File: src/design/mem_pkg.sv
`default_nettype none

package mem_pkg;

    // bus geometry
    localparam int addr_w = 32;
    localparam int data_w = 32;
    localparam int strb_w = data_w / 8;
    localparam int resp_w = 2;

    // sram size, 256 words = 1 KiB window
    localparam int mem_words  = 256;
    localparam int word_idx_w = $clog2(mem_words);

    localparam logic [resp_w-1:0] resp_okay   = 2'b00;
    localparam logic [resp_w-1:0] resp_decerr = 2'b11;

    // master to slave, all five channels
    typedef struct packed {
        logic [addr_w-1:0] araddr;
        logic              arvalid;
        logic [addr_w-1:0] awaddr;
        logic              awvalid;
        logic [data_w-1:0] wdata;
        logic [strb_w-1:0] wstrb;
        logic              wvalid;
        logic              rready;
        logic              bready;
    } axi_m2s_t;

    // slave to master
    typedef struct packed {
        logic              arready;
        logic [data_w-1:0] rdata;
        logic [resp_w-1:0] rresp;
        logic              rvalid;
        logic              awready;
        logic              wready;
        logic [resp_w-1:0] bresp;
        logic              bvalid;
    } axi_s2m_t;

    typedef enum logic [1:0] {sram_idle, sram_read, sram_write} sram_state_e;

    typedef enum logic [1:0] {port_idle, port_addr, port_resp} port_state_e;

    typedef enum logic [1:0] {grant_none, grant_ifetch, grant_lsu} grant_e;

endpackage

`default_nettype wire

File: src/design/lsu_port.sv
`default_nettype none

module lsu_port (
    input  logic              clk,
    input  logic              rst_n,
    input  logic              lsu_req,
    input  logic              lsu_we,
    input  logic [31:0]       lsu_addr,
    input  logic [31:0]       lsu_wdata,
    input  logic [3:0]        lsu_wstrb,
    output logic              lsu_busy,
    output logic              lsu_done,
    output logic              lsu_err,
    output logic [31:0]       lsu_rdata,
    output mem_pkg::axi_m2s_t bus_out,
    input  mem_pkg::axi_s2m_t bus_in
);

    mem_pkg::port_state_e state;

    logic        we_q;
    logic        aw_pend;
    logic        w_pend;
    logic [31:0] addr_q;
    logic [31:0] wdata_q;
    logic [3:0]  wstrb_q;

    logic accept;
    logic ar_hs;
    logic aw_hs;
    logic w_hs;
    logic resp_hs;

    assign accept  = (state == mem_pkg::port_idle) && lsu_req;
    assign ar_hs   = (state == mem_pkg::port_addr) && !we_q && bus_in.arready;
    assign aw_hs   = aw_pend && bus_in.awready;
    assign w_hs    = w_pend && bus_in.wready;
    assign resp_hs = (state == mem_pkg::port_resp) && (we_q ? bus_in.bvalid : bus_in.rvalid);

    always_ff @(posedge clk) begin
        if (!rst_n) begin
            state    <= mem_pkg::port_idle;
            we_q     <= 1'b0;
            aw_pend  <= 1'b0;
            w_pend   <= 1'b0;
            lsu_done <= 1'b0;
        end else begin
            lsu_done <= resp_hs;
            case (state)
                mem_pkg::port_idle: begin
                    if (accept) begin
                        state   <= mem_pkg::port_addr;
                        we_q    <= lsu_we;
                        aw_pend <= lsu_we;
                        w_pend  <= lsu_we;
                    end
                end
                mem_pkg::port_addr: begin
                    if (we_q) begin
                        // aw and w retire independently
                        if (aw_hs) aw_pend <= 1'b0;
                        if (w_hs) w_pend <= 1'b0;
                        if ((!aw_pend || aw_hs) && (!w_pend || w_hs)) begin
                            state <= mem_pkg::port_resp;
                        end
                    end else if (ar_hs) begin
                        state <= mem_pkg::port_resp;
                    end
                end
                mem_pkg::port_resp: begin
                    if (resp_hs) state <= mem_pkg::port_idle;
                end
                default: begin
                    state <= mem_pkg::port_idle;
                end
            endcase
        end
    end

    always_ff @(posedge clk) begin
        if (accept) begin
            addr_q  <= lsu_addr;
            wdata_q <= lsu_wdata;
            wstrb_q <= lsu_wstrb;
        end
        if (resp_hs) begin
            lsu_err <= ((we_q ? bus_in.bresp : bus_in.rresp) != mem_pkg::resp_okay);
            // stores leave the last load data in place
            if (!we_q) lsu_rdata <= bus_in.rdata;
        end
    end

    assign lsu_busy = (state != mem_pkg::port_idle);

    assign bus_out.araddr  = addr_q;
    assign bus_out.arvalid = (state == mem_pkg::port_addr) && !we_q;
    assign bus_out.awaddr  = addr_q;
    assign bus_out.awvalid = aw_pend;
    assign bus_out.wdata   = wdata_q;
    assign bus_out.wstrb   = wstrb_q;
    assign bus_out.wvalid  = w_pend;
    assign bus_out.rready  = 1'b1;
    assign bus_out.bready  = 1'b1;

endmodule

`default_nettype wire

File: config.mk
export PLATFORM = sky130hd
export DESIGN_NAME = lsu_port
export DESIGN_NICKNAME = d
export VERILOG_FILES = /design/src/design/mem_pkg.sv /design/src/design/lsu_port.sv
export SDC_FILE = /design/constraint.sdc
export NUM_CORES = 1
export LEC_CHECK = 0
export ABC_AREA = 1
export BUFFER_PORTS_ARGS = -buffer_cell sky130_fd_sc_hd__buf_2
export CAP_MARGIN = 20
export CORE_AREA = 2 2 97 99
export DETAILED_ROUTE_END_ITERATION = 8
export DIE_AREA = 0 0 99 101
export HOLD_SLACK_MARGIN = 0.12
export PLACE_DENSITY = 0.9
export SLEW_MARGIN = 20
export SYNTH_ARGS = -nofsm -noshare
export SYNTH_HDL_FRONTEND = slang
export SYNTH_SLANG_ARGS = --single-unit
File: constraint.sdc
create_clock -name clk -period 4.29 [get_ports clk]
set_input_delay 0.858 -clock clk [delete_from_list [all_inputs] [get_ports clk]]
set_output_delay 0.858 -clock clk [all_outputs]
set_load 0.005 [all_outputs]
==> flow_summary_export.csv, run 1 <==
group,metric,value,unit
status,outcome,"complete, no violations",
global_routing,grt_max_degree,36,
power,peakVddDrop,0.000249,V
setup_path,arrival,1.26,ns
global_routing,grt_pass1_wl,11.3,mm
timing,slew_headroom,0.649,
setup_path,critical-path-slowest-cell,"dfxtp_1",
floorplanning,dieWidth,99,um
layout,nets,535,
job,maxCapViolations,0,
floorplanning,ios,253,
setup_path,start_kind,"flop",
route,num_vias,2396,
setup_path,worstPathMaxFanout,7,
floorplanning,coreArea,8980,um2
timing,min_period_over_period,0.493,
synth,synth_area_per_cell,18.9,um2
synth,synth_area_leaders,"edfxtp_1, buf_4, dfxtp_1",
power,p_clk_frac,0.284,
route,drt_wl_total,8.26,mm
setup_path,crit_chain,"inv_1, nand2_1, nor2_1, buf_2",
cts,tritoncts,"yes",
power,intPower,1.54,mW
cts,root_buffer,"clkbuf_8",
layout,antenna_cells,0,
cts,h-tree-depth,3,
synth,synth_cells,193,
route,avgRoutedWirePerCell,15.4,um
synth,yosys_warnings,0,
setup_path,path_delay_family,"flip-flops",
setup_path,end_kind,"primary output",
cts,cts_resized,0,
cts,clk_pin_slew,0.10,ns
placed_design,pre_cts_ws,1.86,ns
setup_path,path_depth,4,
global_routing,antenna_found_initial,1,
route,drt-initial-drc-count,40,
power,p_leak,2.22,nW
hold_path,min_path_cells,2,
timing,finalSetupTns,0,ns
cts,cts_setup_buffers,0,
power,power_density,403,nW/um2
timing,max_freq,473,MHz
setup_path,critPathRequiredTime,3.43,ns
global_routing,grt_overflow,0,
synth,synth_top_area_frac,0.830,
global_routing,track_usage,0.151,
placed_design,gp_congestion,0.738,
cts,numCtsBuffers,9,
cts,cts_hold_buf,0,
timing,setup_viol,0,
route,dr.pass1.iters,6,
timing,period_needed,2.11,ns
timing,setup_slack,2.18,ns
timing,maxSlewViolCount,0,
setup_path,rr_worst_depth,4,
timing,rsz0062_at_grt,"false",
floorplanning,num_rows,35,
layout,areaGrowthSynthToFinish,36.5,%
setup_path,path_buf_inv,2,
timing,hold_violations,0,
synth,ys_ff_latch,107,
layout,final_core_util,0.555,
power,seqPwrFrac,0.617,
global_routing,grt_pass1_vias,2258,
cts,cts_buffer_depth,2,
synth,yosysSeqAreaShare,0.863,
route,ant_nets,0,
synth,netlist_area,3650,um2
floorplanning,die_h,101,um
layout,layout-drive-gt1-share,0.648,
timing,worstMarginPinSlew,0.526,ns
setup_path,critPathKind,"flop to primary output",
power,p_sw,474,uW
route,via_per_inst,4.46,
cts,clk_latency,0.35,ns
hold_path,hold_class,"flop to flop",
setup_path,cp_slowest_stage_delay,0.32,ns
power,switching_share,0.236,
timing,skew,0.0117,ns
power,comb_power_share,0.099,
synth,synth_top_area_cell,"edfxtp_1",
synth,yosysUniqueCellTypes,16,
placed_design,dpl.hpwl,6.63,mm
placed_design,numPortBuffers,250,
floorplanning,dieArea,10000,um2
cts,cts.sinks,107,
route,drc,0,
floorplanning,start_util,0.407,
timing,hold_slack,0.582,ns
## cells by family after synthesis
| family | count (synthesis) | share of synthesized area |
|---|---|---|
| buffers and inverters | 48 | 0.0863 |
| AO/OA/AOI/OAI | 12 | 0.0188 |
| other | 1 | 0.00103 |
| flip-flops | 107 | 0.863 |
| AND/OR/NAND/NOR | 25 | 0.0305 |
## registers in the layout (all words and copies together) (netlist names)
| name | flops |
|---|---|
| addr_q | 32 |
| we_q | 1 |
| w_pend | 1 |
| aw_pend | 1 |
| wdata_q | 32 |
| lsu_rdata | 32 |
| lsu_done | 1 |
| lsu_err | 1 |
| wstrb_q | 4 |
| state | 2 |
## path summary, 6_finish.rpt
kind | start | endpoint | slack [ns]
min | w_pend$_SDFFE_PN0P_ | w_pend$_SDFFE_PN0P_ | 0.58
max | state[1]$_SDFFE_PN0P_ | bus_out[72] | 2.18
max reg2reg | state[1]$_SDFFE_PN0P_ | wdata_q[16]$_DFFE_PP_ | 2.31
min reg2reg | w_pend$_SDFFE_PN0P_ | w_pend$_SDFFE_PN0P_ | 0.58
## Yosys cell counts, drive strengths merged
cell type	n
conb	1
nand2	11
dfxtp	6
o21ai	3
buf	36
o211ai	2
nor2	10
nor3	1
nand3	3
o31ai	1
edfxtp	101
o22ai	1
inv	12
a21oi	5
## cell type report
type                            instances  area, um2
Sequential cell                       107       3150
Multi-Input combinational cell         39        190
Clock inverter                          6       61.3
Inverter                               12       45.0
Tap cell                              111        139
Clock buffer                            9        124
Fill cell                             710       3990
Timing Repair Buffer                  253       1270
## through the flow
stage	instance area, um2	cells	power, mW
floorplan	3660	194	1.36
global placement	4800	522	1.46
detailed placement	4800	522	1.47
CTS	4990	537	2.04
global route	4990	537	2.10
finish	4990	537	2.01
## metal layers
layer,track usage,up-vias,part of all wire
met5,0,-,0.0019
met4,0.0432,2,0.0093
met3,0.0576,12,0.088
met2,0.252,142,0.52
met1,0.186,1125,0.38
li1,-,1115,-
## power groups by stage
stage	logic [mW]	registers, mW	clock network, mW
after floorplan	0.0826	1.27	0
after global placement	0.196	1.26	0
after global routing	0.219	1.25	0.630
after detailed placement	0.203	1.26	0
after CTS	0.203	1.24	0.593
final	0.200	1.24	0.571
## worst register-to-register path: stages (launching register included)
cell	delay, ns
dfxtp_1	0.32
inv_1	0.18
nand3_1	0.19
inv_2	0.44
buf_4	0.49
## placed cells by master (no fill, tap or decap)
cell / Yosys / routed
dfxtp_1: 6 / 6
o211ai_1: 2 / 2
inv_8: 0 / 2
buf_2: 0 / 250
nor2_2: 0 / 1
a21oi_1: 5 / 5
nand3_1: 3 / 3
nand2_2: 3 / 3
clkinv_4: 0 / 2
o21ai_0: 3 / 3
conb_1: 1 / 2
clkbuf_8: 0 / 9
nor3_2: 1 / 1
clkinv_8: 0 / 1
o22ai_1: 1 / 1
nand2_1: 8 / 8
inv_2: 2 / 3
clkinv_2: 0 / 1
o31ai_1: 1 / 1
edfxtp_1: 101 / 101
buf_4: 36 / 3
inv_1: 10 / 9
nor2_1: 10 / 9
(Power assumes the default switching activity.)
==> inputs of run 2 (changes only) <==
--- a/config.mk
+++ b/config.mk
@@ -5,14 +5,14 @@
 export SDC_FILE = /design/constraint.sdc
 export NUM_CORES = 1
 export LEC_CHECK = 0
-export ABC_AREA = 1
+export ABC_AREA = 0
 export BUFFER_PORTS_ARGS = -buffer_cell sky130_fd_sc_hd__buf_2
 export CAP_MARGIN = 20
-export CORE_AREA = 2 2 97 99
+export CORE_MARGIN = 2
+export CORE_UTILIZATION = 37
 export DETAILED_ROUTE_END_ITERATION = 8
-export DIE_AREA = 0 0 99 101
 export HOLD_SLACK_MARGIN = 0.12
-export PLACE_DENSITY = 0.9
+export PLACE_DENSITY = 0.86
 export SLEW_MARGIN = 20
 export SYNTH_ARGS = -nofsm -noshare
 export SYNTH_HDL_FRONTEND = slang
==> constraint.sdc (replaced) <==
create_clock -name clk -period 1.77 [get_ports clk]
set_input_delay 0.354 -clock clk [delete_from_list [all_inputs] [get_ports clk]]
set_output_delay 0.354 -clock clk [all_outputs]
set_load 0.005 [all_outputs]
==> run 2 against run 1 <==
Against the previous run:
- final cell count rose by 0.56%
- sequential cell count did not move
- sequential power rose by 140%
- first-iteration DRC count rose by 83%
- cell area rose by 1.4%
- hold slack got worse by 0.41 ns
- clock skew rose by 0.0015 ns
- worst setup slack got worse by 2.1 ns
- clock power rose to 2.6 times the previous value
- critical path depth fell by 1
- synthesized cell count fell by 8.3%
- critical endpoint unchanged
- largest cell class unchanged
- largest power group unchanged
==> flow_summary_export.csv, run 2 <==
group,metric,value,unit
setup_path,rr_endpoint,"wdata_q[20]$_DFFE_PP_",
setup_path,r2r_slack,0.25,ns
hold_path,hold_start,"bus_in[14]",
setup_path,path_delay_family,"flip-flops",
cts,cts_hold_buf,0,
cts,cts_buffer_depth,2,
synth,yosysUniqueCellTypes,24,
timing,min_period_over_period,0.938,
cts,cts.sinks,107,
synth,async_reset_ff_frac,0,
synth,synth_area_per_cell,20.5,um2
layout,final_common_cell,"buf_2",
floorplanning,dieWidth,103,um
hold_path,min_path_cells,1,
power,p_leak,2.20,nW
cts,h-tree-depth,3,
setup_path,path_buf_inv,2,
floorplanning,num_rows,36,
layout,layout-drive-gt1-share,0.666,
synth,ys.flop_type,"edfxtp_1",
synth,ys_ff_latch,107,
layout,nFillCells,812,
timing,hold_violations,0,
setup_path,worstPathMaxFanout,8,
placed_design,gp_congestion,0.737,
synth,synth_top_area_cell,"edfxtp_1",
cts,tritoncts,"yes",
hold_path,hold_end,"lsu_rdata[6]$_DFFE_PP_",
route,avgRoutedWirePerCell,15.0,um
timing,max_freq,602,MHz
setup_path,arrival,1.31,ns
hold_path,hold_class,"input port to flop",
global_routing,grt_pass1_wl,10.9,mm
route,num_vias,2341,
floorplanning,coreArea,9640,um2
setup_path,end_kind,"primary output",
placed_design,dpl_cell_area,4860,um2
route,via_per_inst,4.34,
layout,nets,518,
floorplanning,ios,253,
layout,layout_common_cells,"buf_2, edfxtp_1, clkbuf_8",
synth,post_synth_most_frequent_cells,"edfxtp_1, buf_4, dfxtp_1",
cts,clk_pin_slew,0.09,ns
setup_path,critical-path-slowest-cell,"dfxtp_1",
global_routing,grt_pass1_vias,2259,
floorplanning,dieArea,10600,um2
synth,yosys_warnings,0,
synth,synth_edf_count,101,
setup_path,rr_worst_depth,3,
layout,largest_registers,"addr_q: 32 flops, lsu_rdata: 32 flops, wdata_q: 32 flops",
synth,netlist_area,3630,um2
synth,synth.most_common_cell,"edfxtp_1",
layout,areaGrowthSynthToFinish,39.0,%
setup_path,critPathRequiredTime,1.42,ns
timing,skew,0.0132,ns
cts,root_buffer,"clkbuf_8",
job,maxCapViolations,0,
timing,maxSlewViolCount,0,
route,dr.pass1.iters,4,
power,power_density,975,nW/um2
global_routing,grt_max_degree,38,
layout,multi_input_area,210,um2
route,ant_nets,0,
floorplanning,die_h,103,um
setup_path,cp_slowest_stage_delay,0.50,ns
global_routing,grt_overflow,0,
route,drc,0,
setup_path,start_kind,"flop",
timing,rsz0062_at_grt,"false",
cts,clk_latency,0.35,ns
setup_path,crit_chain,"inv_1, nor3_1, buf_2",
cts,cts_setup_buffers,0,
power,total_power,4.93,mW
timing,period_needed,1.66,ns
cts,cts_resized,0,
floorplanning,start_util,0.377,
layout,antenna_cells,0,
layout,seq_area,3150,um2
setup_path,critPathKind,"flop to primary output",
setup_path,rr_startpoint,"state[0]$_SDFFE_PN0P_",
synth,yosysSeqAreaShare,0.867,
power,peakVddDrop,0.000522,V
global_routing,antenna_found_initial,0,
placed_design,numPortBuffers,250,
route,drt-initial-drc-count,73,
status,outcome,"complete, no violations",
synth,synth_top_area_frac,0.834,
synth,synth_area_leaders,"edfxtp_1, buf_4, dfxtp_1",
timing,setup_viol,0,
cts,numCtsBuffers,9,
global_routing,track_usage,0.141,
layout,design_area,5050,um2
synth,synth_cells,177,
route,drt_wl_total,8.11,mm
[run 2: cell count changes after synthesis, moves of 2 or more]
cell	change
nand3_1	-3
nand2_2	-3
inv_1	-6
nor2_1	-8
nor2b_1	+2
o211ai_1	-2
o21ai_0	-2
a311oi_1	+3
nor3_1	+3
inv_2	-2
nand2_1	-6
[run 2: cell type report]
| cell class | instances | area share |
|---|---|---|
| sequential | 107 | 0.624 |
| timing repair buffer | 253 | 0.259 |
| multi-input combinational | 30 | 0.0416 |
| tap | 133 | 0.0329 |
| clock buffer | 9 | 0.0245 |
| clock inverter | 4 | 0.0136 |
| inverter | 4 | 0.00371 |
[run 2: how the worst max path moves through the flow]
stage	slack (ns)	cells past startpoint	endpoint	start
4_1_cts	0.10	3	bus_out[72]	state[0]$_SDFFE_PN0P_
2_1_floorplan	-0.23	2	lsu_rdata[0]$_DFFE_PP_	we_q$_SDFFE_PN0P_
3_3_place_gp	0.25	4	wdata_q[1]$_DFFE_PP_	lsu_req
3_5_place_dp	0.21	4	wstrb_q[1]$_DFFE_PP_	lsu_req
6_report	0.11	3	bus_out[72]	state[0]$_SDFFE_PN0P_
5_1_grt	0.02	3	bus_out[72]	state[0]$_SDFFE_PN0P_
[run 2: where the power goes]
group | switching, mW | leakage [nW] | internal, mW
logic | 0.218 | 1.10 | 0.240
registers | 0.0577 | 0.998 | 2.93
clock network | 0.712 | 0.0985 | 0.767
[run 2: stage by stage]
stage | setup TNS [ns] | hold slack (ns) | worst slack (ns) | utilization | instances
floorplan | -22.24 | 0.453 | -0.232 | - | 178
global placement | 0 | 0.498 | 0.245 | 0.504 | 527
detailed placement | 0 | 0.532 | 0.211 | 0.504 | 527
CTS | 0 | 0.145 | 0.101 | 0.524 | 540
global route | 0 | 0.149 | 0.0168 | 0.524 | 540
finish | 0 | 0.170 | 0.109 | 0.524 | 540
[run 2: cells by family after synthesis]
kind of cell	Yosys count	synth area share
AO/OA/AOI/OAI	10	0.0186
buffers and inverters	41	0.0799
flip-flops	107	0.867
multiplexers	1	0.00275
other	1	0.00103
AND/OR/NAND/NOR	17	0.0303
[run 2: metal layers]
metal | GRT usage | vias up | wire length (um)
li1 | - | 1075 | -
met1 | 0.154 | 1087 | 2910
met2 | 0.242 | 163 | 4170
met3 | 0.0515 | 16 | 863
met4 | 0.0698 | 0 | 167
met5 | 0 | - | 0
[run 2: worst register-to-register path: stages (launching register included)]
cell and delay, ns:
dfxtp_1 0.40, or3b_4 0.44, clkinvlp_4 0.13, buf_12 0.21
