===== src/design/mem_pkg.sv =====
`default_nettype none

package mem_pkg;

    // bus geometry
    localparam int addr_w = 32;
    localparam int data_w = 32;
    localparam int strb_w = data_w / 8;
    localparam int resp_w = 2;

    // sram size, 256 words = 1 KiB window
    localparam int mem_words  = 256;
    localparam int word_idx_w = $clog2(mem_words);

    localparam logic [resp_w-1:0] resp_okay   = 2'b00;
    localparam logic [resp_w-1:0] resp_decerr = 2'b11;

    // master to slave, all five channels
    typedef struct packed {
        logic [addr_w-1:0] araddr;
        logic              arvalid;
        logic [addr_w-1:0] awaddr;
        logic              awvalid;
        logic [data_w-1:0] wdata;
        logic [strb_w-1:0] wstrb;
        logic              wvalid;
        logic              rready;
        logic              bready;
    } axi_m2s_t;

    // slave to master
    typedef struct packed {
        logic              arready;
        logic [data_w-1:0] rdata;
        logic [resp_w-1:0] rresp;
        logic              rvalid;
        logic              awready;
        logic              wready;
        logic [resp_w-1:0] bresp;
        logic              bvalid;
    } axi_s2m_t;

    typedef enum logic [1:0] {sram_idle, sram_read, sram_write} sram_state_e;

    typedef enum logic [1:0] {port_idle, port_addr, port_resp} port_state_e;

    typedef enum logic [1:0] {grant_none, grant_ifetch, grant_lsu} grant_e;

endpackage

`default_nettype wire


===== src/design/axi_lite_arbiter.sv =====
`default_nettype none

module axi_lite_arbiter (
    input  logic              clk,
    input  logic              rst_n,
    input  mem_pkg::axi_m2s_t ifetch_bus_in,
    input  mem_pkg::axi_m2s_t lsu_bus_in,
    output mem_pkg::axi_s2m_t ifetch_bus_out,
    output mem_pkg::axi_s2m_t lsu_bus_out,
    output mem_pkg::axi_m2s_t sram_bus_out,
    input  mem_pkg::axi_s2m_t sram_bus_in
);

    mem_pkg::grant_e owner;
    mem_pkg::grant_e next_owner;

    // set when lsu was the last one granted
    logic last_lsu;

    logic ifetch_req;
    logic lsu_req;
    logic resp_hs;

    assign ifetch_req = ifetch_bus_in.arvalid || ifetch_bus_in.awvalid;
    assign lsu_req    = lsu_bus_in.arvalid || lsu_bus_in.awvalid;

    // transaction ends on the R or B handshake seen at the slave
    assign resp_hs = (sram_bus_in.rvalid && sram_bus_out.rready)
                  || (sram_bus_in.bvalid && sram_bus_out.bready);

    always_comb begin
        next_owner = owner;
        case (owner)
            mem_pkg::grant_none: begin
                if (ifetch_req && lsu_req) begin
                    next_owner = last_lsu ? mem_pkg::grant_ifetch : mem_pkg::grant_lsu;
                end else if (ifetch_req) begin
                    next_owner = mem_pkg::grant_ifetch;
                end else if (lsu_req) begin
                    next_owner = mem_pkg::grant_lsu;
                end
            end
            default: begin
                if (resp_hs) begin
                    next_owner = mem_pkg::grant_none;
                end
            end
        endcase
    end

    always_ff @(posedge clk) begin
        if (!rst_n) begin
            owner    <= mem_pkg::grant_none;
            last_lsu <= 1'b0;
        end else begin
            owner <= next_owner;
            if (owner == mem_pkg::grant_none && next_owner != mem_pkg::grant_none) begin
                last_lsu <= (next_owner == mem_pkg::grant_lsu);
            end
        end
    end

    // route the owner, everyone else sees an idle bus
    always_comb begin
        sram_bus_out   = '0;
        ifetch_bus_out = '0;
        lsu_bus_out    = '0;
        case (owner)
            mem_pkg::grant_ifetch: begin
                sram_bus_out   = ifetch_bus_in;
                ifetch_bus_out = sram_bus_in;
            end
            mem_pkg::grant_lsu: begin
                sram_bus_out = lsu_bus_in;
                lsu_bus_out  = sram_bus_in;
            end
            default: begin
            end
        endcase
    end

endmodule

`default_nettype wire


===== config.mk =====
export PLATFORM = sky130hd
export DESIGN_NAME = axi_lite_arbiter
export DESIGN_NICKNAME = d
export VERILOG_FILES = /design/src/design/mem_pkg.sv /design/src/design/axi_lite_arbiter.sv
export SDC_FILE = /design/constraint.sdc
export NUM_CORES = 1
export LEC_CHECK = 0
export BUFFER_PORTS_ARGS = -buffer_cell sky130_fd_sc_hd__buf_2
export CAP_MARGIN = 15
export CORE_AREA = 2 2 173 175
export CTS_BUF_LIST = sky130_fd_sc_hd__clkbuf_8 sky130_fd_sc_hd__clkbuf_16
export CTS_CLUSTER_DIAMETER = 100
export DETAILED_ROUTE_END_ITERATION = 7
export DIE_AREA = 0 0 175 177
export GPL_TIMING_DRIVEN = 0
export HOLD_SLACK_MARGIN = 0.02
export PLACE_DENSITY_LB_ADDON = 0.08
export SLEW_MARGIN = 30
export SYNTH_ARGS = -nofsm -noshare
export SYNTH_HDL_FRONTEND = slang
export SYNTH_SLANG_ARGS = --single-unit

===== constraint.sdc =====
create_clock -name clk -period 2 [get_ports clk]
set_clock_uncertainty 0.05 [all_clocks]
set_input_delay 0.3 -clock clk [delete_from_list [all_inputs] [get_ports clk]]
set_output_delay 0.3 -clock clk [all_outputs]
set_load 0.05 [all_outputs]

==> results of run 1 <==
synth_stat cells, types with 2 or more instances:
cell,number,share of area
a22oi_1,103,0.31
clkbuf_1,11,0.017
buf_6,12,0.055
buf_2,19,0.038
dfxtp_1,3,0.024
o21ai_0,2,0.0040
nor2b_1,105,0.27
inv_1,5,0.0076
and2_1,82,0.21
nand2_1,3,0.0045
ha_1,3,0.015
placed cells by master, fill, tap and decap left out, drive strengths merged, types with 2 or more instances in the layout:
cell type / n
a22oi: 105
and2: 82
buf: 473
clkbuf: 18
dfxtp: 3
ha: 3
inv: 6
nand2: 3
nor2b: 105
o21ai: 3
o22ai: 2
timing repair:
item | CTS | global route
gates resized for setup | 309 | 144
cloned | 1 | 0
setup endpoints to repair | 187 | 153
pin swaps | 2 | 3
setup buffers | 2 | 3
layer usage:
| metal | wire (µm) | vias to the layer above | track usage |
|---|---|---|---|
| met5 | 18 | - | 0 |
| met4 | 97 | 2 | 0.0132 |
| met3 | 1370 | 6 | 0.0232 |
| met2 | 10600 | 234 | 0.228 |
| met1 | 6740 | 2037 | 0.120 |
| li1 | - | 2171 | - |
kinds of logic (layout without fill, tap and decap cells):
logic type	after synthesis	after routing	synth area share
AND/OR/NAND/NOR	193	193	0.486
AO/OA/AOI/OAI	114	114	0.354
buffers and inverters	48	497	0.120
adder cells (fa/ha/maj)	3	3	0.0152
flip-flops	3	3	0.0243
other	0	1	0
registers in the layout (all words and copies together) (netlist names):
register,flops
owner,2
last_lsu,1
area by class of cell:
cell class,instances,share of cell area
antenna,1,0.000356
buffer,43,0.0738
clock buffer,3,0.0107
clock inverter,1,0.000533
inverter,5,0.00338
multi-input combinational,310,0.388
sequential,3,0.00960
tap,390,0.0693
timing repair buffer,445,0.445
final timing paths:
check / from / to / slack (ns) / cells after the start
worst max-delay path: owner[1] / sram_bus_out[33] / 0.05 / 6
worst min-delay path: rst_n / last_lsu / 0.29 / 3
worst max register to register: owner[1] / owner[1] / 0.45 / 7
worst min register to register: last_lsu / last_lsu / 0.39 / 2
power by group through the flow:
stage,clock [mW],combinational (mW),sequential [mW]
global route,0.330,7.50,0.114
detailed placement,0,5.59,0.0962
global placement,0,5.66,0.0968
floorplan,0,4.14,0.0883
finish,0.311,7.07,0.111
CTS,0.317,6.63,0.108
through the flow:
stage / instances / total power [mW] / instance area [µm²] / setup TNS [ns]
CTS: 1197 / 7.06 / 6460 / -0.0329
finish: 1201 / 7.49 / 7040 / 0
global route: 1201 / 7.95 / 7040 / -0.339
floorplan: 361 / 4.23 / 2730 / 0
detailed placement: 1190 / 5.69 / 5410 / -37.55
global placement: 1190 / 5.76 / 5410 / -38.99
critical path: stages (launching register included):
cell      delay, ns
dfxtp_4        0.38
inv_4          0.05
ha_4           0.32
buf_12         0.12
clkbuf_8       0.15
nor2b_2        0.14
buf_4          0.20
==> key figures, run 1 <==
Global routing
  • Global-route wire length before repair: 26.9 mm
  • Pin count of the biggest net entering global routing: 11
  • GRT Util Overall: 0.112
  • Grt ovf: 0
  • Initial antenna violation count: 2
  • Number of global-route vias before repair: 4476

Floorplanning
  • Core Rows: 63
  • Die width: approximately 180 µm
  • Die area: approximately 31000 µm²
  • I/O Pins: 440
  • Die height: ~180 µm
  • Core area: between 20000 and 30000 µm²
  • Initial Util: 0.0846

Power
  • P_int: 3.33 mW
  • Comb pwr share: 0.944
  • Switching Fraction: 0.556
  • Switch Pwr: between 4 and 5 mW
  • Part of the power in registers: 0.015
  • Clock power share: 0.041
  • Maximum VDD drop: 0.362 mV
  • Power Density: 1060 nW/µm²
  • Static Leak: around 3.2 nW

Routing
  • Final antenna-violating net count: 0
  • Post-DR wirelength/cell: ~16 µm
  • Vias per inst: between 3 and 4
  • DRT iter0 DRCs: between 80 and 90
  • DRT Wirelength: 18.8 mm
  • Drt pass-1 iters: 4
  • DRC: 0
  • Overall via count from detail_route: ~4500

Timing
  • RSZ-0062 raised after global routing: true
  • Slew headroom: 0.749
  • Final period util: 0.975
  • Fin crit period: approximately 2 ns
  • Max Freq: roughly 0.51 GHz
  • Final Max Slew Viols: 0
  • Final setup viols: 0
  • Worst Tran Pin Value: about 0.37 ns
  • Worst hold margin: 0.292 ns
  • Fin worst setup slack: between 0.04 and 0.05 ns
  • Endpoints failing hold: 0

Setup path
  • Worst endpoint required time: 1.65 ns
  • Setup crit start kind: flop
  • Critical-path maximum fanout: 10
  • WS Path Type: flop to output port
  • Critical Path End Type: output port
  • Data arrival time of the critical path: roughly 1.6 ns

Logic synthesis
  • Most used DFF post-synth: dfxtp_1
  • Syn_nets: about 620
  • Ys async rst share: 0
  • Flops & latches, synth: 3
  • Yosys cell types: 24
  • EDFF count, synth: 0
  • Post-Synthesis Cells: ~360
  • Synthesis Warnings: 0
  • Syn Area/Cell: between 6 and 7 µm²
  • Sequential fraction of the synthesis area: 0.0243
  • Syn Std Cell Area: 2470 µm²

Clock tree
  • Num CTS Buffers: 3
  • CTS tree: done
  • Sink Count: 3
  • CTS Hold Buffers Added: 0
  • CTS Buffer Depth: 2
  • Latest clock arrival within the worst-skew pair: around 0.22 ns
  • # H-tree levels: 1
  • CTS root buf: clkbuf_16
  • Clk pin slew, worst setup/hold paths: 0.03 ns

Placement
  • Number of port buffers: 439
  • Gpl congestion: between 0.7 and 0.8
  • Post-Place Setup Slack: -0.463 ns
  • DP HPWL: between 15 and 20 mm

Finish
  • Fill cells: between 3000 and 4000
  • Nets: roughly 1100
  • Synth-to-layout area growth: 184%
  • FF+latch area: 67.6 µm²
  • Multi-input combinational cell area: roughly 2700 µm²
  • Share of layout cells above drive strength 1: 0.806
  • Finished Core Util: 0.241

Hold path
  • Min-Delay Path Class: input port to flop

Run status
  • Status: finished, final reports clean

Run
  • Max cap viols: 0
Note: power is estimated with default switching activity, not from simulation.
==> run 2: changes to the inputs <==
Settings changed: REMOVE_ABC_BUFFERS from default to 1.
==> key figures, run 2 (synthesized netlist as in run 1, its figures left out) <==
Clock tree
  • Clk pin slew, worst setup/hold paths: 0.03 ns (about the same)
  • CTS tree: done
  • CTS Buffer Depth: 2 (unchanged)
  • # H-tree levels: 1 (unchanged)
  • Latest clock arrival within the worst-skew pair: 0.22 ns (about the same)
  • Num CTS Buffers: 3 (unchanged)
  • Sink Count: 3 (unchanged)
  • CTS root buf: clkbuf_16
  • CTS Hold Buffers Added: 0 (unchanged)

Power
  • Static Leak: 3.24 nW (+1.8%)
  • Maximum VDD drop: 0.540 mV (+49%)
  • Switch Pwr: 4.44 mW (+6.6%)
  • Switching Fraction: 0.564 (+0.00842)
  • Clock power share: 0.040 (about the same)
  • P_int: 3.43 mW (+3.0%)
  • Part of the power in registers: 0.014 (about the same)
  • Power Density: 1130 nW/µm² (+6.6%)
  • Comb pwr share: 0.946 (+0.002)

Setup path
  • Setup crit start kind: flop
  • Max stage delay cell, worst path: dfxtp_4
  • Data arrival time of the critical path: 1.64 ns (+0.04 ns)
  • Launch point of the critical path: owner[0]
  • RR Startpoint: owner[1]
  • WS Path Type: flop to output port
  • Critical-path maximum fanout: 11 (+1)
  • Family with the most delay on the worst path: buffers and inverters
  • CP cell instances: inv_4 > ha_4 > buf_12 > buf_4 > nor2b_1 > buf_6
  • Worst endpoint required time: 1.65 ns (about the same)
  • Slowest Stage Delay on Critical Path: 0.38 ns (about the same)
  • Critical Path End Type: output port
  • CP bufs+invs: 4 (unchanged)

Global routing
  • Pin count of the biggest net entering global routing: 60 (+49)
  • Global-route wire length before repair: 27.3 mm (+1.4%)
  • GRT Util Overall: 0.116 (+0.00418)
  • Number of global-route vias before repair: 4245 (-5.2%)
  • Initial antenna violation count: 2 (unchanged)
  • Grt ovf: 0 (unchanged)

Placement
  • DP HPWL: 13.8 mm (-14%)
  • Post-Place Setup Slack: -0.460 ns (+0.00303 ns)
  • Number of port buffers: 439 (unchanged)
  • DP Area: 5050 µm² (-6.6%)
  • Gpl congestion: 0.674 (-5.8%)

Routing
  • DRT iter0 DRCs: 99 (+16%)
  • DRT Wirelength: 21.6 mm (+15%)
  • Vias per inst: 3.71 (+0.24%)
  • Drt pass-1 iters: 4 (unchanged)
  • Final antenna-violating net count: 0 (unchanged)
  • Overall via count from detail_route: 4442 (-0.18%)
  • DRC: 0 (unchanged)
  • Post-DR wirelength/cell: 18.1 µm (+15%)

Finish
  • Synth-to-layout area growth: 180%
  • Most frequent cells in the layout: 333 x buf_2, 98 x buf_6, 82 x and2_1
  • Share of layout cells above drive strength 1: 0.748 (-0.0583)
  • Fill cells: 3301 (+0.67%)
  • Max FFs per register: 2 (unchanged)
  • Post-route cell area: 6940 µm² (-1.4%)
  • Biggest regs: owner (2), last_lsu (1)
  • Nets: 1062 (-0.47%)
  • Reg with most FFs: owner
  • Commonest non-fill, non-tap cell in the layout: buf_2

Timing
  • Endpoints failing hold: 0 (unchanged)
  • Fin crit period: 1.99 ns (+0.0404 ns)
  • Max Freq: 0.502 GHz (-2.0%)
  • Worst hold margin: 0.294 ns (+0.00191 ns)
  • Final period util: 0.996 (+0.0202)
  • RSZ-0062 raised after global routing: true
  • Final setup viols: 0 (unchanged)
  • Worst Tran Pin Value: 0.355 ns (-0.0180 ns)
  • Slew headroom: 0.761 (+0.0121)
  • Final Max Slew Viols: 0 (unchanged)
  • Fin worst setup slack: 0.00867 ns (-0.0404 ns)

Floorplanning
  • Die width: 175 µm (unchanged)
  • Die height: 177 µm (unchanged)
  • I/O Pins: 440 (unchanged)
  • Core area: 29200 µm² (unchanged)
  • Initial Util: 0.0846 (unchanged)
  • Die area: 31000 µm² (unchanged)
  • Core Rows: 63 (unchanged)

Hold path
  • Hold_sp: rst_n
  • Min-Delay Path Class: input port to flop

Run status
  • Status: finished, final reports clean

Run
  • Max cap viols: 0 (unchanged)
==> run 2: changes by cell type in the layout (fill, tap and decap cells not counted), sizes merged <==
cell,previous run,this run
buf,473,472
bufbuf,0,1
clkbuf,18,13
==> run 2: timing repair <==
action                     in CTS  in global routing
resized for setup             221                128
pin swaps                       5                  3
cloned                          7                 11
buffers inserted               21                  0
setup endpoints to repair     184                136
==> run 2: per-stage QoR <==
stage | instances | utilization | TNS [ns] | power, mW
4_1_cts | 1185 | 0.213 | -1.04 | 7.14
6_report | 1196 | 0.237 | 0 | 7.87
5_1_grt | 1195 | 0.237 | -1.31 | 8.28
2_1_floorplan | 318 | - | -365.59 | 3.78
3_3_place_gp | 1147 | 0.167 | -767.29 | 4.39
3_5_place_dp | 1153 | 0.173 | -49.35 | 5.31
==> run 2: path summary, 6_finish.rpt <==
| path | cells past startpoint | to | slack, ns |
|---|---|---|---|
| worst max-delay path | 6 | sram_bus_out[31] | 0.009 |
| worst min-delay path | 3 | last_lsu | 0.29 |
| worst max register to register | 8 | owner[0] | 0.34 |
| worst min register to register | 2 | last_lsu | 0.40 |
==> run 2: worst register-to-register path, stage by stage, from the launching register on <==
cell and delay (ns):
dfxtp_4 0.38, inv_4 0.06, ha_4 0.18, buf_12 0.16, buf_6 0.15, a22oi_2 0.22
buf_4 0.14, o21ai_0 0.10, o2bb2ai_1 0.15
==> run 2: final cells by class <==
| cell class | count | area [µm²] | area share |
|---|---|---|---|
| repair buffers | 483 | 3740 | 0.539 |
| multi-input cells | 310 | 2540 | 0.366 |
| well taps | 390 | 488 | 0.0703 |
| clock buffers | 3 | 75.1 | 0.0108 |
| flip-flops and latches | 3 | 67.6 | 0.00974 |
| inverters | 5 | 23.8 | 0.00343 |
| clock inverters | 1 | 3.75 | 0.000541 |
| diodes | 1 | 2.50 | 0.000361 |
==> run 2: layer usage <==
metal / GRT usage / part of all wire
met1: 0.126 / 0.37
met2: 0.243 / 0.57
met3: 0.0187 / 0.055
met4: 0.00590 / 0.0023
met5: 0 / 0.00060
==> run 2: power groups by stage <==
stage	clock (mW)	combinational [mW]	sequential, mW
after floorplan	0	3.69	0.0883
final	0.315	7.44	0.113
after detailed placement	0	5.21	0.101
after global placement	0	4.29	0.0978
after CTS	0.317	6.71	0.113
after global routing	0.327	7.84	0.116
==> run 3: changes to the inputs <==
Settings changed: SETUP_SLACK_MARGIN from default to 0.1.
==> key figures, run 3 (synthesized netlist as in run 1, its figures left out) <==
Floorplanning
  • Initial Util: 0.0846 (unchanged)
  • Die area: 31000 µm² (unchanged)
  • Die width: 175 µm (unchanged)
  • Die height: 177 µm (unchanged)
  • Core Rows: 63 (unchanged)
  • Core area: 29200 µm² (unchanged)
  • I/O Pins: 440 (unchanged)

Clock tree
  • Sink Count: 3 (unchanged)
  • CTS tree: done
  • CTS root buf: clkbuf_16
  • Num CTS Buffers: 3 (unchanged)
  • CTS Hold Buffers Added: 0 (unchanged)
  • Latest clock arrival within the worst-skew pair: 0.22 ns (about the same)
  • CTS Buffer Depth: 2 (unchanged)
  • # H-tree levels: 1 (unchanged)
  • Clk pin slew, worst setup/hold paths: 0.03 ns (about the same)

Power
  • Part of the power in registers: 0.011 (-0.003)
  • Comb pwr share: 0.958 (+0.012)
  • Switch Pwr: 5.16 mW (+16%)
  • Clock power share: 0.031 (-0.009)
  • P_int: 4.89 mW (+42%)
  • Maximum VDD drop: 0.516 mV (-4.5%)
  • Power Density: 1180 nW/µm² (+3.7%)
  • Switching Fraction: 0.514 (-0.0502)
  • Static Leak: 3.69 nW (+14%)

Placement
  • Number of port buffers: 439 (unchanged)
  • Gpl congestion: 0.674 (unchanged)
  • Post-Place Setup Slack: -0.460 ns (unchanged)
  • Placed cell count: 1153 (unchanged)
  • DP HPWL: 13.8 mm (unchanged)

Routing
  • Vias per inst: 3.89 (+4.6%)
  • Drt pass-1 iters: 4 (unchanged)
  • DRT Wirelength: 23.9 mm (+11%)
  • DRC: 0 (unchanged)
  • Overall via count from detail_route: 4702 (+5.9%)
  • Post-DR wirelength/cell: 19.8 µm (+9.5%)
  • DRT iter0 DRCs: 87 (-12%)
  • Final antenna-violating net count: 0 (unchanged)

Setup path
  • CP cell instances: inv_4 > ha_4 > buf_12 > buf_16 > a22oi_2 > nor2b_2 > buf_6
  • Family with the most delay on the worst path: buffers and inverters
  • Setup crit start kind: flop
  • Worst endpoint required time: 1.65 ns (about the same)
  • Slowest Stage Delay on Critical Path: 0.38 ns (about the same)
  • CP bufs+invs: 4 (unchanged)
  • Critical-path maximum fanout: 9 (-2)
  • Data arrival time of the critical path: 1.67 ns (+0.03 ns)
  • Critical Path End Type: output port
  • Max stage delay cell, worst path: dfxtp_4
  • WS Path Type: flop to output port

Finish
  • Inserted Diodes: 0 (-1)
  • Reg with most FFs: owner
  • Biggest regs: owner (2), last_lsu (1)
  • Most frequent cells in the layout: 252 x buf_2, 87 x a22oi_2, 81 x buf_6
  • Share of layout cells above drive strength 1: 0.861 (+0.113)
  • Final cell count without fillers: 1210 (+1.2%)
  • Commonest non-fill, non-tap cell in the layout: buf_2
  • Fill cells: 3130 (-5.2%)
  • Synth-to-layout area growth: 245%
  • Max FFs per register: 2 (unchanged)
  • Nets: 1077 (+1.4%)

Timing
  • Final Max Slew Viols: 0 (unchanged)
  • Worst Tran Pin Value: 0.339 ns (-0.0155 ns)
  • Slew headroom: 0.772 (+0.0104)
  • Final setup viols: 1 (+1)
  • Final TNS setup: -0.0203 ns (-0.0203 ns)
  • Fin worst setup slack: -0.0203 ns (-0.0289 ns)
  • Endpoints failing hold: 0 (unchanged)
  • Max Freq: 0.495 GHz (-1.4%)
  • Final period util: 1.01 (+0.0145)
  • RSZ-0062 raised after global routing: true
  • Fin crit period: 2.02 ns (+0.0289 ns)

Hold path
  • Min-Delay Path Class: input port to flop

Run
  • Max cap viols: 0 (unchanged)

Global routing
  • Number of global-route vias before repair: 4591 (+8.2%)
  • Grt ovf: 0 (unchanged)
  • GRT Util Overall: 0.132 (+0.0163)
  • Initial antenna violation count: 1 (-1)
  • Pin count of the biggest net entering global routing: 30 (-50%)
  • Global-route wire length before repair: 30.5 mm (+12%)

Run status
  • Failing checks: setup timing
  • Status: finished with violations
## run 3: cell types whose count changed in the layout (fill, tap and decap cells not counted), sizes merged
cell    previous run  this run
buf              472       485
clkbuf            13        15
diode              1         0
## run 3: what timing repair did
| action | CTS | global route |
|---|---|---|
| gates resized for setup | 478 | 263 |
| setup buffers | 21 | 1 |
| endpoints found under the setup margin | 189 | 186 |
| gates cloned | 17 | 14 |
| pin swaps | 12 | 5 |
## run 3: per-layer routing
metal | share of wire | up-vias | global-route usage
met1 | 0.37 | 2264 | 0.148
met3 | 0.048 | 14 | 0.0215
met4 | 0.012 | 2 | 0.0115
li1 | - | 2211 | -
met2 | 0.57 | 211 | 0.269
met5 | 0.00054 | - | 0
## run 3: final cells by class
| cell class | count | area (µm²) | share of cell area |
|---|---|---|---|
| Timing Repair Buffer | 498 | 4650 | 0.544 |
| Inverter | 5 | 23.8 | 0.00278 |
| Multi-Input combinational cell | 310 | 3240 | 0.379 |
| Sequential cell | 3 | 67.6 | 0.00791 |
| Tap cell | 390 | 488 | 0.0571 |
| Clock buffer | 3 | 75.1 | 0.00878 |
| Clock inverter | 1 | 3.75 | 0.000439 |
## run 3: power groups by stage
stage          registers (mW)  clock network (mW)  logic (mW)
6_report                0.112               0.315        9.63
5_1_grt                 0.115               0.327        10.0
4_1_cts                 0.112               0.317        8.41
3_5_place_dp            0.101                   0        5.21
3_3_place_gp           0.0978                   0        4.29
2_1_floorplan          0.0883                   0        3.69
## run 3: path summary, 6_finish.rpt
check	cells after the start	to	slack, ns	startpoint
max reg2reg	8	owner[0]	0.34	owner[1]
min	3	last_lsu	0.29	rst_n
max	7	sram_bus_out[29]	-0.02	owner[1]
min reg2reg	2	last_lsu	0.40	last_lsu
## run 3: worst min-delay path: cells and delay by family
kind                   cells  cell delay [ns]
buffers and inverters      2             0.18
AOI/OAI and AO/OA          1             0.03
## run 3: stage by stage
step	instance area [µm²]	util	total power, mW	hold WS (ns)
6_report	8550	0.292	10.1	0.294
5_1_grt	8550	0.292	10.5	0.304
4_1_cts	7400	0.253	8.84	0.291
3_5_place_dp	5050	0.173	5.31	0.391
3_3_place_gp	4880	0.167	4.39	0.405
2_1_floorplan	2200	-	3.78	0.364
